### src/hdl/spi_cmd_pkg.sv
`default_nettype none

package spi_cmd_pkg;

  //**********************************************************************
  // Command frame layout
  //**********************************************************************

  // Full command word as accepted on cmd_in
  localparam int CMD_WIDTH = 12;

  // Byte returned by a read
  localparam int READ_WIDTH = 8;

  // Register address inside the slave
  localparam int ADDR_WIDTH = 3;

  localparam int OP_BIT   = CMD_WIDTH - 1;           // Set for write
  localparam int ADDR_MSB = OP_BIT - 1;              // Address sits under the op bit

  // A read only sends the op bit and the address
  localparam int READ_HDR_BITS = 1 + ADDR_WIDTH;

  //**********************************************************************
  // Operation encoding
  //**********************************************************************

  typedef enum logic
  {
    OP_READ  = 1'b0,
    OP_WRITE = 1'b1
  } op_e;

endpackage

`default_nettype wire

### src/hdl/spi_timing_pkg.sv
`default_nettype none

package spi_timing_pkg;

  //**********************************************************************
  // Serial clock shape in clk cycles
  //**********************************************************************

  localparam int SCLK_HALF  = 4;                     // Low time and high time of sclk
  localparam int BIT_CYCLES = 2 * SCLK_HALF;         // One full sclk period

  // Gap between read header and read data, sclk held low
  localparam int TURN_CYCLES = 16;

  // Engine cycle counter covers both a bit period and the turnaround
  localparam int CNT_WIDTH = $clog2(TURN_CYCLES + 1);

endpackage

`default_nettype wire

### src/hdl/spi_cmd_decode.sv
`timescale 1ns/1ns
`default_nettype none

module spi_cmd_decode
(
  input  logic                            clk,
  input  logic                            rst_n,
  input  logic [spi_cmd_pkg::CMD_WIDTH-1:0] cmd_in,
  input  logic                            cmd_vld,
  input  logic                            done,
  output logic                            cmd_rdy,
  output logic                            start,
  output spi_cmd_pkg::op_e                op,
  output logic [spi_cmd_pkg::CMD_WIDTH-1:0] frame
);

  import spi_cmd_pkg::*;

  logic busy;
  logic accept;

  //**********************************************************************
  // Handshake
  //**********************************************************************

  // The engine reports done in the cycle cs rises, so ready opens right then
  assign cmd_rdy = ~busy | done;
  assign accept  = cmd_vld & cmd_rdy;

  always_ff @(posedge clk or negedge rst_n)
  begin
    if (!rst_n)
    begin
      busy  <= 1'b0;
      start <= 1'b0;
    end
    else
    begin
      start <= accept;                                 // Engine kicks off next cycle
      if (accept)
      begin
        busy <= 1'b1;
      end
      else if (done)
      begin
        busy <= 1'b0;
      end
    end
  end

  //**********************************************************************
  // Command register
  //**********************************************************************

  always_ff @(posedge clk)
  begin
    if (accept)
    begin
      frame <= cmd_in;                                 // Held until the next acceptance
      op    <= op_e'(cmd_in[OP_BIT]);
    end
  end

endmodule

`default_nettype wire

### src/hdl/spi_shift_engine.sv
`timescale 1ns/1ns
`default_nettype none

module spi_shift_engine
(
  input  logic                            clk,
  input  logic                            rst_n,
  input  logic                            start,
  input  spi_cmd_pkg::op_e                op,
  input  logic [spi_cmd_pkg::CMD_WIDTH-1:0] frame,
  output logic                            cs,
  output logic                            sclk,
  output logic                            mosi,
  output logic                            done,
  output logic                            sample,
  output logic                            rx_done
);

  import spi_cmd_pkg::*;
  import spi_timing_pkg::*;

  typedef enum logic [1:0]
  {
    S_IDLE,
    S_OUT,
    S_TURN,
    S_IN
  } state_e;

  typedef logic [CNT_WIDTH-1:0]          cnt_t;
  typedef logic [$clog2(CMD_WIDTH)-1:0] bit_cnt_t;

  state_e                 state;
  cnt_t                   cnt;                         // Cycles inside a bit or the turnaround
  bit_cnt_t               bit_cnt;                     // Bits finished in the current phase
  bit_cnt_t               out_last;
  logic [CMD_WIDTH-1:0]   shift_q;
  logic                   half_end;
  logic                   bit_end;

  assign out_last = (op == OP_WRITE) ? bit_cnt_t'(CMD_WIDTH - 1)
                                     : bit_cnt_t'(READ_HDR_BITS - 1);

  assign half_end = (cnt == cnt_t'(SCLK_HALF - 1));   // sclk rises on this edge
  assign bit_end  = (cnt == cnt_t'(BIT_CYCLES - 1));  // sclk falls on this edge

  // Capture takes miso on the same edge that raises sclk
  assign sample = (state == S_IN) & half_end;

  //**********************************************************************
  // Phase sequencing and serial outputs
  //**********************************************************************

  always_ff @(posedge clk or negedge rst_n)
  begin
    if (!rst_n)
    begin
      state   <= S_IDLE;
      cnt     <= '0;
      bit_cnt <= '0;
      cs      <= 1'b1;
      sclk    <= 1'b0;
      mosi    <= 1'b0;
      done    <= 1'b0;
      rx_done <= 1'b0;
    end
    else
    begin
      done    <= 1'b0;
      rx_done <= 1'b0;
      case (state)
        S_IDLE:
        begin
          if (start)
          begin
            state   <= S_OUT;
            cs      <= 1'b0;
            mosi    <= frame[CMD_WIDTH-1];              // First bit goes out with cs
            cnt     <= '0;
            bit_cnt <= '0;
          end
        end
        S_OUT:
        begin
          if (half_end)
          begin
            sclk <= 1'b1;
            cnt  <= cnt + 1'b1;
          end
          else if (bit_end)
          begin
            sclk <= 1'b0;
            cnt  <= '0;
            if (bit_cnt == out_last)
            begin
              bit_cnt <= '0;
              mosi    <= 1'b0;
              if (op == OP_WRITE)
              begin
                state <= S_IDLE;
                cs    <= 1'b1;
                done  <= 1'b1;
              end
              else
              begin
                state <= S_TURN;
              end
            end
            else
            begin
              bit_cnt <= bit_cnt + 1'b1;
              mosi    <= shift_q[CMD_WIDTH-1];
            end
          end
          else
          begin
            cnt <= cnt + 1'b1;
          end
        end
        S_TURN:
        begin
          if (cnt == cnt_t'(TURN_CYCLES - 1))
          begin
            state <= S_IN;
            cnt   <= '0;
          end
          else
          begin
            cnt <= cnt + 1'b1;
          end
        end
        S_IN:
        begin
          if (half_end)
          begin
            sclk <= 1'b1;
            cnt  <= cnt + 1'b1;
          end
          else if (bit_end)
          begin
            sclk <= 1'b0;
            cnt  <= '0;
            if (bit_cnt == bit_cnt_t'(READ_WIDTH - 1))
            begin
              bit_cnt <= '0;
              state   <= S_IDLE;
              cs      <= 1'b1;
              done    <= 1'b1;
              rx_done <= 1'b1;
            end
            else
            begin
              bit_cnt <= bit_cnt + 1'b1;
            end
          end
          else
          begin
            cnt <= cnt + 1'b1;
          end
        end
        default:
        begin
          state <= S_IDLE;
        end
      endcase
    end
  end

  //**********************************************************************
  // Transmit shifter
  //**********************************************************************

  always_ff @(posedge clk)
  begin
    if ((state == S_IDLE) && start)
    begin
      shift_q <= frame << 1;                           // MSB already on mosi
    end
    else if ((state == S_OUT) && bit_end)
    begin
      shift_q <= shift_q << 1;
    end
  end

endmodule

`default_nettype wire

### src/hdl/spi_read_capture.sv
`timescale 1ns/1ns
`default_nettype none

module spi_read_capture
(
  input  logic                             clk,
  input  logic                             rst_n,
  input  logic                             miso,
  input  logic                             sample,
  input  logic                             rx_done,
  output logic                             read_vld,
  output logic [spi_cmd_pkg::READ_WIDTH-1:0] read_data
);

  import spi_cmd_pkg::*;

  logic [READ_WIDTH-1:0] shift_q;

  //**********************************************************************
  // Receive shifter
  //**********************************************************************

  always_ff @(posedge clk)
  begin
    if (sample)
    begin
      shift_q <= {shift_q[READ_WIDTH-2:0], miso};      // First bit ends up as MSB
    end
  end

  //**********************************************************************
  // Result register
  //**********************************************************************

  always_ff @(posedge clk or negedge rst_n)
  begin
    if (!rst_n)
    begin
      read_vld  <= 1'b0;
      read_data <= '0;
    end
    else
    begin
      read_vld <= rx_done;                             // One cycle per finished read
      if (rx_done)
      begin
        read_data <= shift_q;                          // Kept until the next read ends
      end
    end
  end

endmodule

`default_nettype wire

### src/hdl/spi_cmd_master.sv
`timescale 1ns/1ns
`default_nettype none

module spi_cmd_master
(
  input  logic                             clk,
  input  logic                             rst_n,
  input  logic [spi_cmd_pkg::CMD_WIDTH-1:0]  cmd_in,
  input  logic                             cmd_vld,
  output logic                             cmd_rdy,
  output logic                             cs,
  output logic                             sclk,
  output logic                             mosi,
  input  logic                             miso,
  output logic                             read_vld,
  output logic [spi_cmd_pkg::READ_WIDTH-1:0] read_data
);

  import spi_cmd_pkg::*;

  logic                 start;
  op_e                  op;
  logic [CMD_WIDTH-1:0] frame;
  logic                 done;
  logic                 sample;
  logic                 rx_done;

  //**********************************************************************
  // Command side
  //**********************************************************************

  spi_cmd_decode spi_cmd_decode_i
  (
    .clk     (clk),
    .rst_n   (rst_n),
    .cmd_in  (cmd_in),
    .cmd_vld (cmd_vld),
    .done    (done),
    .cmd_rdy (cmd_rdy),
    .start   (start),
    .op      (op),
    .frame   (frame)
  );

  //**********************************************************************
  // Serial side
  //**********************************************************************

  spi_shift_engine spi_shift_engine_i
  (
    .clk     (clk),
    .rst_n   (rst_n),
    .start   (start),
    .op      (op),
    .frame   (frame),
    .cs      (cs),
    .sclk    (sclk),
    .mosi    (mosi),
    .done    (done),
    .sample  (sample),
    .rx_done (rx_done)
  );

  spi_read_capture spi_read_capture_i
  (
    .clk       (clk),
    .rst_n     (rst_n),
    .miso      (miso),                                 // Straight from the pin
    .sample    (sample),
    .rx_done   (rx_done),
    .read_vld  (read_vld),
    .read_data (read_data)
  );

endmodule

`default_nettype wire

### config.mk
export PLATFORM = sky130hd
export DESIGN_NAME = spi_cmd_master
export DESIGN_NICKNAME = d
export VERILOG_FILES = /design/src/hdl/spi_cmd_pkg.sv /design/src/hdl/spi_timing_pkg.sv /design/src/hdl/spi_cmd_decode.sv /design/src/hdl/spi_shift_engine.sv /design/src/hdl/spi_read_capture.sv /design/src/hdl/spi_cmd_master.sv
export SDC_FILE = /design/constraint.sdc
export NUM_CORES = 1
export LEC_CHECK = 0
export ABC_CLOCK_PERIOD_IN_PS = 2500
export BUFFER_PORTS_ARGS = -buffer_cell sky130_fd_sc_hd__buf_2
export CORE_MARGIN = 1
export CORE_UTILIZATION = 45
export CTS_CLUSTER_DIAMETER = 60
export DETAILED_ROUTE_END_ITERATION = 6
export PLACE_DENSITY = 0.74
export SLEW_MARGIN = 10
export SYNTH_ARGS = -nofsm -noshare
export SYNTH_HDL_FRONTEND = slang
export SYNTH_SLANG_ARGS = --single-unit
### constraint.sdc
create_clock -name clk -period 2.5 [get_ports clk]
set_input_delay 0.125 -clock clk [delete_from_list [all_inputs] [get_ports clk]]
set_output_delay 0.125 -clock clk [all_outputs]
set_load 0.1 [all_outputs]
### Word-level counts from Yosys, hierarchy flattened

Cells that the tools add are included.

* add/sub/neg operators: 2
* multiply operators: 0
* div/mod/pow operators: 0
* $lt $le $gt $ge: 0
* equal/unequal tests: 17
* shift operators: 0
* mux-type cells: 53
* bitwise gates (word level): 4
* reductions and logical operators: 14

Operators with widths (number)
* $mux 4: 8
* $mux 1: 24
* $mux 12: 2
* $mux 5: 4
* $mux 2: 9
* $pmux 5 s3: 1
* $pmux 4 s3: 1
* $ne 2x2->1 const B: 5
* $reduce_and 9->1: 1
* $ne 2x1->1 const B: 4
* $pmux 2 s4: 1
* $reduce_and 8->1: 1
* $reduce_bool 2->1: 4
* $reduce_and 6->1: 1
* $add 5x1->5 const B: 1
* $eq 5x2->1 const B: 1
* $eq 5x3->1 const B: 1
* $eq 5x4->1 const B: 1
* $add 4x1->4 const B: 1
* $eq 2x2->1 const B: 2
* $eq 4x3->1 const B: 1
* $eq 4x4->1: 1
* $pmux 1 s2: 2
* $reduce_and 4->1: 1
* 10 further kinds: 12

* register bits after elaboration: 59
* bits in latches: 0
* memory bits (writable): 0
* bits in read-only memories: 0
* input port bits: 16
* output and inout bits: 13
* memories kept: 0

### Logic depth before layout (Yosys ltp)

Gate-level depths: netlist of run 1.

* word-level depth: 6
* depth in mapped cells: 8
* gate-level depth less buffers: 8

### Modules after synthesis

A second synthesis of run 1 with hierarchy kept.

* cell total of the unflattened synthesis: 161
* area total of the unflattened synthesis: 2413.6 um2

Modules (own cells, without submodules)
* spi_shift_engine: times used 1, cells each 117, area an instance 1370.1 um2, seq. area each 732.0 um2
* spi_read_capture: times used 1, cells each 26, area an instance 596.8 um2, seq. area each 465.4 um2
* spi_cmd_decode: times used 1, cells each 18, area an instance 446.7 um2, seq. area each 410.4 um2

### Worst setup path before layout of run 1

OpenSTA, ideal clock, no wires.

* path type: register -> register
* from: reg spi_shift_engine_i.cnt[0]
* to: reg spi_shift_engine_i.mosi
* setup time: 0.125 ns
* arrival time: 2.017 ns
* path slack: 0.357 ns
* stages on the path, launching flop included: 6
* buffers on the path: 0
* clock period less this slack: 2.143 ns
* path through: dfrtp_1 > ha_1 > and4bb_4 > nand2_2 > a21oi_1 > mux2_2

* cells in the longest elaborated chain, start to end: 3
* elaborated cells on any way between the ends: 5

RTL lines
* start: declaration: line spi_shift_engine.sv:34 `cnt_t cnt;`
* start signal: assignment: line spi_shift_engine.sv:88 `cnt <= cnt + 1'b1;`
* start signal: assignment: line spi_shift_engine.sv:117 `cnt <= cnt + 1'b1;`
* start signal: assignment: line spi_shift_engine.sv:129 `cnt <= cnt + 1'b1;`
* $eq 5x2->1 / $eq 5x3->1 (equally long branches): line spi_shift_engine.sv:44, spi_shift_engine.sv:45
* $ne 2x2->1 (no source line) / $ne 2x1->1 (equally long branches)
* $reduce_and 4->1 (no source line) *
* end signal: assignment: line spi_shift_engine.sv:78 `mosi <= frame[CMD_WIDTH-1];`
* end signal: assignment: line spi_shift_engine.sv:112 `mosi <= shift_q[CMD_WIDTH-1];`
* end: declaration: line spi_shift_engine.sv:13 `output logic mosi,`

Every way passes the cells marked *; elsewhere a longest branch is shown, timed or not.
A chain may end at the register's enable or synchronous reset.

### Final worst setup path of run 1

* from: reg spi_shift_engine_i.cnt[0]
* to: reg spi_shift_engine_i.cnt[3]

* cells in the longest elaborated chain, start to end: 4
* elaborated cells on any way between the ends: 8

RTL lines
* $add 5x1->5 / $eq 5x3->1 (equally long branches)
* $mux 5: line spi_shift_engine.sv:90, spi_shift_engine.sv:139
* $mux 5: line spi_shift_engine.sv:134 `if (half_end)`
* $pmux 5 s3 *: line spi_shift_engine.sv:71 `case (state)`

Marks and branches as above.

==> summary by stage, run 1 <==
Status
The run finished with clean final reports.

Critical path
For this run, the slowest stage of the critical path takes 0.42 ns. The element type at the critical path end is a flop. The type of the worst setup path is flop to flop. Data on the critical path arrives at its endpoint at 2.17 ns. The category of the worst setup path launch point is a flop. The dominant delay contributor by cell family on the critical path is adder cells.

The slowest library cell on the worst path is dfrtp_1. Among the stages of the critical path, the cell type that occurs most often is ha_1. Walking the worst path, the cells encountered are ha_1 -> nand3_1 -> inv_1 -> ha_1 -> nand2b_1 -> mux2i_1 -> a41oi_1 -> a31oi_1. The number of buffer and inverter stages on the critical path is 1.

The required time of the worst setup path is 2.76 ns. In this run the worst path has a maximum fanout of 5.

Timing
The final critical-path setup slack is 0.589 ns. The total count of max-transition violations in the final report is 0. Setup repair after global routing left no endpoint under its margin.

Timing would allow up to 0.523 GHz. The clock skew is 0.00936 ns. For the finished layout, the period the worst path requires is 1.91 ns. The worst path uses 76.4% of the clock period. The slew at the pin closest to its max-slew limit is 0.651 ns.

The relative max-transition margin is 56.6%. The final hold violation count is 0. After routing, the total negative slack on setup checks comes to 0 ns. The count of endpoints failing setup in the final report is 0.

Global routing
Entering global routing, the biggest net connects 28 pins. Global routing used 16.8% of the available tracks across all layers. The number of antenna violations at the first check in global routing is 0. The met2 routing resource usage after global routing is 27.2%. In the global route stage, met1 resource usage came out at 19.4%. In the global route stage, met3 resource usage came out at 7.63%.

The via count of the first global-routing pass is 1415. The wire length of the first global-routing pass is 6.48 mm. The sum of overflow across all layers after global routing is 0. In this run the most used layer during global routing was met2.

Route
The post-detailed-routing wire length is 4.05 mm. The detailed-route vias per instance is 5.02. Once detail routing completed, the nets flagged for antenna violations numbered 0. For this run, design rule violations remaining after detail routing come to 0. The number of iterations in the first detailed-routing pass is 4. The total number of vias is 1432. The routed length per placed instance is 14.2 µm. After the first detailed-routing iteration, the DRC count stood at 58.

Place
The sum of net half-perimeters after detailed placement is 2.66 mm. Summing all placed instances gives a cell area of 2610 µm². At the end of routability-driven placement, the weighted congestion stood at 0.793. The worst slack at placement is 0.597 ns. The quantity of I/O buffers inserted on ports is 28.

Yosys
The synthesized design contains 58 register bits. The primary flip-flop cell chosen by synthesis mapping is edfxtp_1. The sequential fraction of the synthesis area is 67.6%. After synthesis, the netlist uses 42 different library cells. The netlist area before placement is 2380 µm². The synthesized net count is 178. During synthesis, Yosys emitted a total of 0 warnings. The proportion of register bits with asynchronous set or reset after synthesis is 46.6%. The number of enable flip-flop cells after synthesis is 31. In the synthesized netlist, the number of instances is 158.

Dividing the synthesized area by the synthesized cell count gives 15.1 µm².

Pwr
The fraction of power spent switching nets is 20.2%. The part of the total power dissipated in combinational logic is 2.2%. The total design power is 0.00172 W.

The share of total power dissipated in sequential elements is 58.3%. The proportion of power drawn by the clock network is 39.6%. The internal power consumption is 0.00137 W. In this run the power density over the cells is 592 nW/µm². The analysis attributes to net switching a power of 0.000349 W. IR analysis of the VDD net gives a maximum drop of 0.000384 V.

The leakage power total is 1.18 nW.

CTS
TritonCTS built the clock tree. The post-cts sizing count is 0. Clock-pin slew was measured on the worst setup and hold paths at 0.06 ns.

The clock root buffer master is clkbuf_8. The number of buffers between clock root and the deepest sink is 2. The number of buffers created by CTS is 9. The number of hold buffers added after CTS was 15.

The number of H-tree branching levels is 3. The total number of clock tree sinks is 58. At the later pin of the worst-skew pair, clock insertion delay measures 0.34 ns. The number of setup buffers added after CTS is 0.

Cells and area
The final non-filler cell area is 2910 µm². The total number of nets in the final design is 230. The total inserted antenna cells is 0. Relative to the synthesized area, the layout overhead comes to 22.2%. The proportion of layout cells with a drive suffix above 1 is 33.5%.

Floorplan
The overall die width is 74.7 µm. The core footprint is 5110 µm². The area of the die is 5580 µm². Once the floorplan was initialized, standard cells occupied 46.6% of the core.

The die height is 74.7 µm. The number of placement rows is 26. During I/O placement, the number of pins put on the boundary was 29.

Hold path
The type of the tightest min-delay check is input port to asynchronous set/reset pin.

Run
The max-cap violation count is 0.
[worst register-to-register path, delay by kind of cell (launching register included)]
family | cells | cell delay [ns]
muxes | 1 | 0.31
DFF | 1 | 0.42
buffers and inverters | 1 | 0.05
AOI/OAI and AO/OA | 2 | 0.34
and+or+nand+nor | 2 | 0.30
adders and majority gates | 2 | 0.42
[final cells by class]
class                   instances  area, µm²
repair buffers                 47        320
clock inverters                 5       22.5
clock buffers                  11        131
flip-flops and latches         58       1610
fillers                       417       2200
inverters                       7       26.3
multi-input cells              87        713
well taps                      70       87.6
[power by group through the flow]
stage / Clock (W) / Combinational [W] / Sequential [W]
after global routing: 0.000745 / 0.0000416 / 0.00100
final: 0.000682 / 0.0000371 / 0.00100
after detailed placement: 0 / 0.0000202 / 0.00102
after CTS: 0.000707 / 0.0000380 / 0.00100
after global placement: 0 / 0.0000197 / 0.00102
after floorplan: 0 / 0.000000242 / 0.00102
[state kept, by name, summed over array words and instances, names as in the netlist, named ones only]
name	count
spi_cmd_decode_i.start	1
spi_cmd_decode_i.frame	11
spi_read_capture_i.read_vld	1
spi_read_capture_i.shift_q	8
spi_cmd_decode_i.op	1
spi_read_capture_i.read_data	8
spi_cmd_decode_i.busy	1
spi_shift_engine_i.shift_q	11
spi_shift_engine_i.state	1
spi_shift_engine_i.rx_done	1
spi_shift_engine_i.cs	1
spi_shift_engine_i.cnt	5
spi_shift_engine_i.done	1
spi_shift_engine_i.mosi	1
spi_shift_engine_i.sclk	1
spi_shift_engine_i.bit_cnt	4
[cell usage in the layout, fill, tap and decap left out, types with 4 or more instances in the layout]
master,instances
buf_2,28
a22o_1,4
nor2_1,4
o21ai_0,4
a21oi_1,4
buf_4,4
dlygate4sd3_1,15
edfxtp_1,31
mux2_2,19
inv_1,7
ha_1,4
nand2_1,5
dfrtp_1,26
nand2b_1,4
clkbuf_8,9
nand3_1,5
[Yosys cell counts (3+ instances only)]
master    instances  area [µm²]
o21ai_0           4        20.0
ha_1              4        50.1
nor2_1            4        15.0
and2_1            3        18.8
nand2_1           5        18.8
mux2_2           19         214
edfxtp_1         31         931
nand2b_1          4        25.0
inv_1             7        26.3
nand3_1           5        25.0
a22o_1            4        35.0
a21oi_1           4        20.0
dfrtp_1          26         651
a31oi_1           3        18.8
[per-stage QoR]
| step | util (%) | hold slack, ns | std cells |
|---|---|---|---|
| CTS | 57.0 | 0.335 | 285 |
| floorplan | - | -0.171 | 158 |
| global placement | 51.0 | 0.169 | 254 |
| detailed placement | 51.0 | 0.172 | 254 |
| global route | 57.0 | 0.398 | 285 |
| finish | 57.0 | 0.325 | 285 |
[path summary, 6_finish.rpt]
| check | start | to | slack, ns | depth (start not counted) |
|---|---|---|---|---|
| setup / recovery | spi_shift_engine_i.cnt[0] | spi_shift_engine_i.cnt[3] | 0.59 | 8 |
| hold / removal | rst_n | spi_read_capture_i.read_data[6] | 0.32 | 2 |
| setup reg to reg | spi_shift_engine_i.cnt[0] | spi_shift_engine_i.cnt[3] | 0.59 | 8 |
| hold reg to reg | spi_read_capture_i.shift_q[6] | spi_read_capture_i.shift_q[7] | 0.45 | 0 |
| max in group asynchronous | rst_n | spi_read_capture_i.read_data[7] | 1.78 | 2 |
| min in group clk | spi_read_capture_i.shift_q[6] | spi_read_capture_i.shift_q[7] | 0.45 | 0 |
[layer usage]
layer | wire, µm | vias to the layer above | part of all wire, %
met2 | 2010 | 41 | 50
li1 | - | 691 | -
met3 | 201 | 10 | 5.0
met5 | 0 | - | 0
met4 | 68 | 0 | 1.7
met1 | 1770 | 690 | 44
[cells by family (layout without fill, tap and decap cells)]
kind of cell	count (synthesis)	count (layout)	synth area share, %
adders and majority gates	4	4	2.10
muxes	21	21	10.0
DFF	58	58	67.6
buffers and inverters	13	70	2.47
and+or+nand+nor	35	35	9.15
AOI/OAI and AO/OA	24	24	7.57
xor gates and xnor gates	3	3	1.10
No activity file was read; power rests on OpenSTA's default activity.
==> inputs of run 2 (changes only) <==
- ABC_CLOCK_PERIOD_IN_PS: 2500 -> 1550
- PLACE_DENSITY: 0.74 -> 0.77
- clock period: 2.5 -> 1.55 ns (I/O delays scaled with it)
==> run 2 against run 1 <==
  * The flow now finishes with violations (setup timing)
  * Die area did not move
  * Combinational power rose by 64%
  * Final area rose by 15%
  * Setup slack got worse by 0.69 ns
  * Final cell count rose by 9.8%
  * Global-route usage rose by 0.59 points
  * Non-clock buffer count rose by 28
  * Sequential power rose by 62%
  * Clock skew barely moved
  * Largest cell class unchanged
==> summary by stage, run 2 (synthesis results as in run 1) <==
Floorplan
The total area inside the core boundary comes to 5110 µm². The number of placement rows is 26. Once the floorplan was initialized, standard cells occupied 46.6% of the core. 29 I/O pins were placed. The area of the die is 5580 µm². The die is 74.7 µm tall. The overall die width is 74.7 µm.

Cells and area
The utilization of the core after routing is 65.4%. The final layout contains 258 nets. In the final layout, the registers with the most flip-flops are spi_cmd_decode_i.frame x11, spi_shift_engine_i.shift_q x11. The proportion of layout cells with a drive suffix above 1 is 49.0%. 0 antenna diodes ended up in the layout. The library cell used most frequently in the layout, excluding fill and tap cells, is edfxtp_1. The final cell count without fillers is 313. The count of filler cells inserted in the layout is 373. The area overhead of the layout relative to synthesis is 40.4%. Registers take 1610 µm².

The multi-input logic area is 837 µm². In the layout the commonest cells are edfxtp_1, buf_2, buf_4.

Place
The sum of net half-perimeters after detailed placement is 2.73 mm. The congestion estimate from routability-driven global placement came to 0.843. The quantity of I/O buffers inserted on ports is 28. The number of placed instances, taps included, is 277.

Timing
For the pin with the worst max-slew slack, the measured transition is 0.615 ns. The clock skew is 0.00966 ns. The maximum clock rate is 0.607 GHz. After layout, the worst path uses 106% of the clock period. Setup repair after global routing could not meet its margin everywhere. The final critical-path setup slack is -0.0980 ns. The final hold violation count is 0. The shortest clock period the worst path allows after layout is 1.65 ns. The count of endpoints failing setup in the final report is 15. The relative max-transition margin is 59.0%. The tightest hold path in the finished design has a slack of 0.292 ns. The total count of max-transition violations in the final report is 0.

Route
The detailed-route vias per instance is 4.95. The number of iterations in the first detailed-routing pass is 6. The count of nets left with antenna violations once routing finished came out at 0. The final routed DRC violation total is 0.

The routed length per placed instance is 14.0 µm. For this block, the initial DRC count from the detailed router was 115. The post-detailed-routing wire length is 4.40 mm.

The total number of vias is 1550.

Pwr
VDD sags by at most 0.000793 V. Summed over all cells, the static leakage comes to 1.37 nW. Power spread over the standard cell area amounts to 954 nW/µm².

CTS
In this run, CTS created clock tree buffers numbering 9. CTS placed an instance of clkbuf_8 at the clock tree root. The clock drives 58 sinks. The CTS tree is done.

The number of buffers between clock root and the deepest sink is 2. The H-tree generated during clock tree synthesis spans 3 levels. The clock reaches the later pin of the worst-skew pair after 0.33 ns. Clock-pin slew was measured on the worst setup and hold paths at 0.07 ns.

Global routing
The pin count of the biggest net entering global routing is 28. The via count of the first global-routing pass is 1504. The first global-routing pass estimated 6.78 mm of wire. The sum of overflow across all layers after global routing is 0. Across every metal layer, demand over resource in global routing totals 17.4%. The number of antenna violations at the first check in global routing is 0.

Run
The tool flagged a number of max-cap violations equal to 0.

Critical path
STA puts the critical path data required time at 1.76 ns. For the worst setup path, the data arrival time is 1.86 ns. Of all nets on the critical path, the largest fanout is 4. The type of the worst setup path is flop to flop. The element type at the critical path end is a flop.

The category of the worst setup path launch point is a flop.

Status
The checks that failed: setup timing. The flow ran to the end, but the final reports show violations.

Hold path
The worst hold path belongs to the class input port to asynchronous set/reset pin.
run 2: repair_timing:
| item | CTS | global route |
|---|---|---|
| hold buffers | 15 | 0 |
| hold endpoints to repair | 40 | 0 |
| setup endpoints to repair | 16 | 36 |
| pin swaps | 4 | 4 |
| buffers inserted | 3 | 3 |
| resized for setup | 9 | 9 |
run 2: where the power goes:
| part | switching [W] | total, W | internal (W) |
|---|---|---|---|
| registers | 0 | 0.00162 | 0.00162 |
| clock network | 0.000579 | 0.00151 | 0.000928 |
| logic | 0.0000229 | 0.0000608 | 0.0000379 |
| total | 0.000602 | 0.00319 | 0.00258 |
run 2: per-stage QoR:
stage / instance area, µm² / worst slack (ns) / setup TNS, ns / power, W
after floorplan: 2430 / -0.165 / -0.849 / 0.00165
final: 3340 / -0.0980 / -1.04 / 0.00319
after detailed placement: 2840 / -0.169 / -1.13 / 0.00168
after global routing: 3340 / -0.157 / -2.13 / 0.00331
after global placement: 2840 / -0.0740 / -0.711 / 0.00168
after CTS: 3290 / -0.0471 / -0.503 / 0.00323
run 2: worst max-delay path, cell delays in order (launching register included):
cell      delay (ns)
dfrtp_1         0.39
ha_4            0.18
and4bb_4        0.30
buf_4           0.14
mux2i_4         0.07
buf_4           0.14
buf_6           0.11
a22o_1          0.22
run 2: per-layer routing:
| metal | vias to the layer above | routed length (µm) | share of wire, % | GRT usage [%] |
|---|---|---|---|---|
| met5 | - | 0 | 0 | 0 |
| met4 | 0 | 108 | 2.5 | 10.3 |
| met3 | 12 | 167 | 3.8 | 6.56 |
| met2 | 39 | 2170 | 49 | 27.4 |
| met1 | 750 | 1950 | 44 | 20.3 |
| li1 | 749 | - | - | - |
run 2: path summary, 6_finish.rpt:
| kind | from | endpoint | slack [ns] | depth (start not counted) |
|---|---|---|---|---|
| setup / recovery | spi_shift_engine_i.cnt[1] | spi_shift_engine_i.cnt[1] | -0.1 | 7 |
| hold / removal | rst_n | spi_shift_engine_i.cnt[0] | 0.29 | 2 |
| setup reg to reg | spi_shift_engine_i.cnt[1] | spi_shift_engine_i.cnt[1] | -0.1 | 7 |
| hold reg to reg | spi_read_capture_i.shift_q[2] | spi_read_capture_i.shift_q[3] | 0.44 | 0 |
| max in group asynchronous | rst_n | spi_shift_engine_i.bit_cnt[2] | 0.85 | 2 |
| min in group clk | spi_read_capture_i.shift_q[2] | spi_read_capture_i.shift_q[3] | 0.44 | 0 |
run 2: layout make-up:
class / instances / area share [%]
Clock buffer: 13 / 5.39
Clock inverter: 3 / 1.31
Inverter: 7 / 0.787
Multi-Input combinational cell: 87 / 25.1
Sequential cell: 58 / 48.1
Tap cell: 70 / 2.62
Timing Repair Buffer: 75 / 16.7
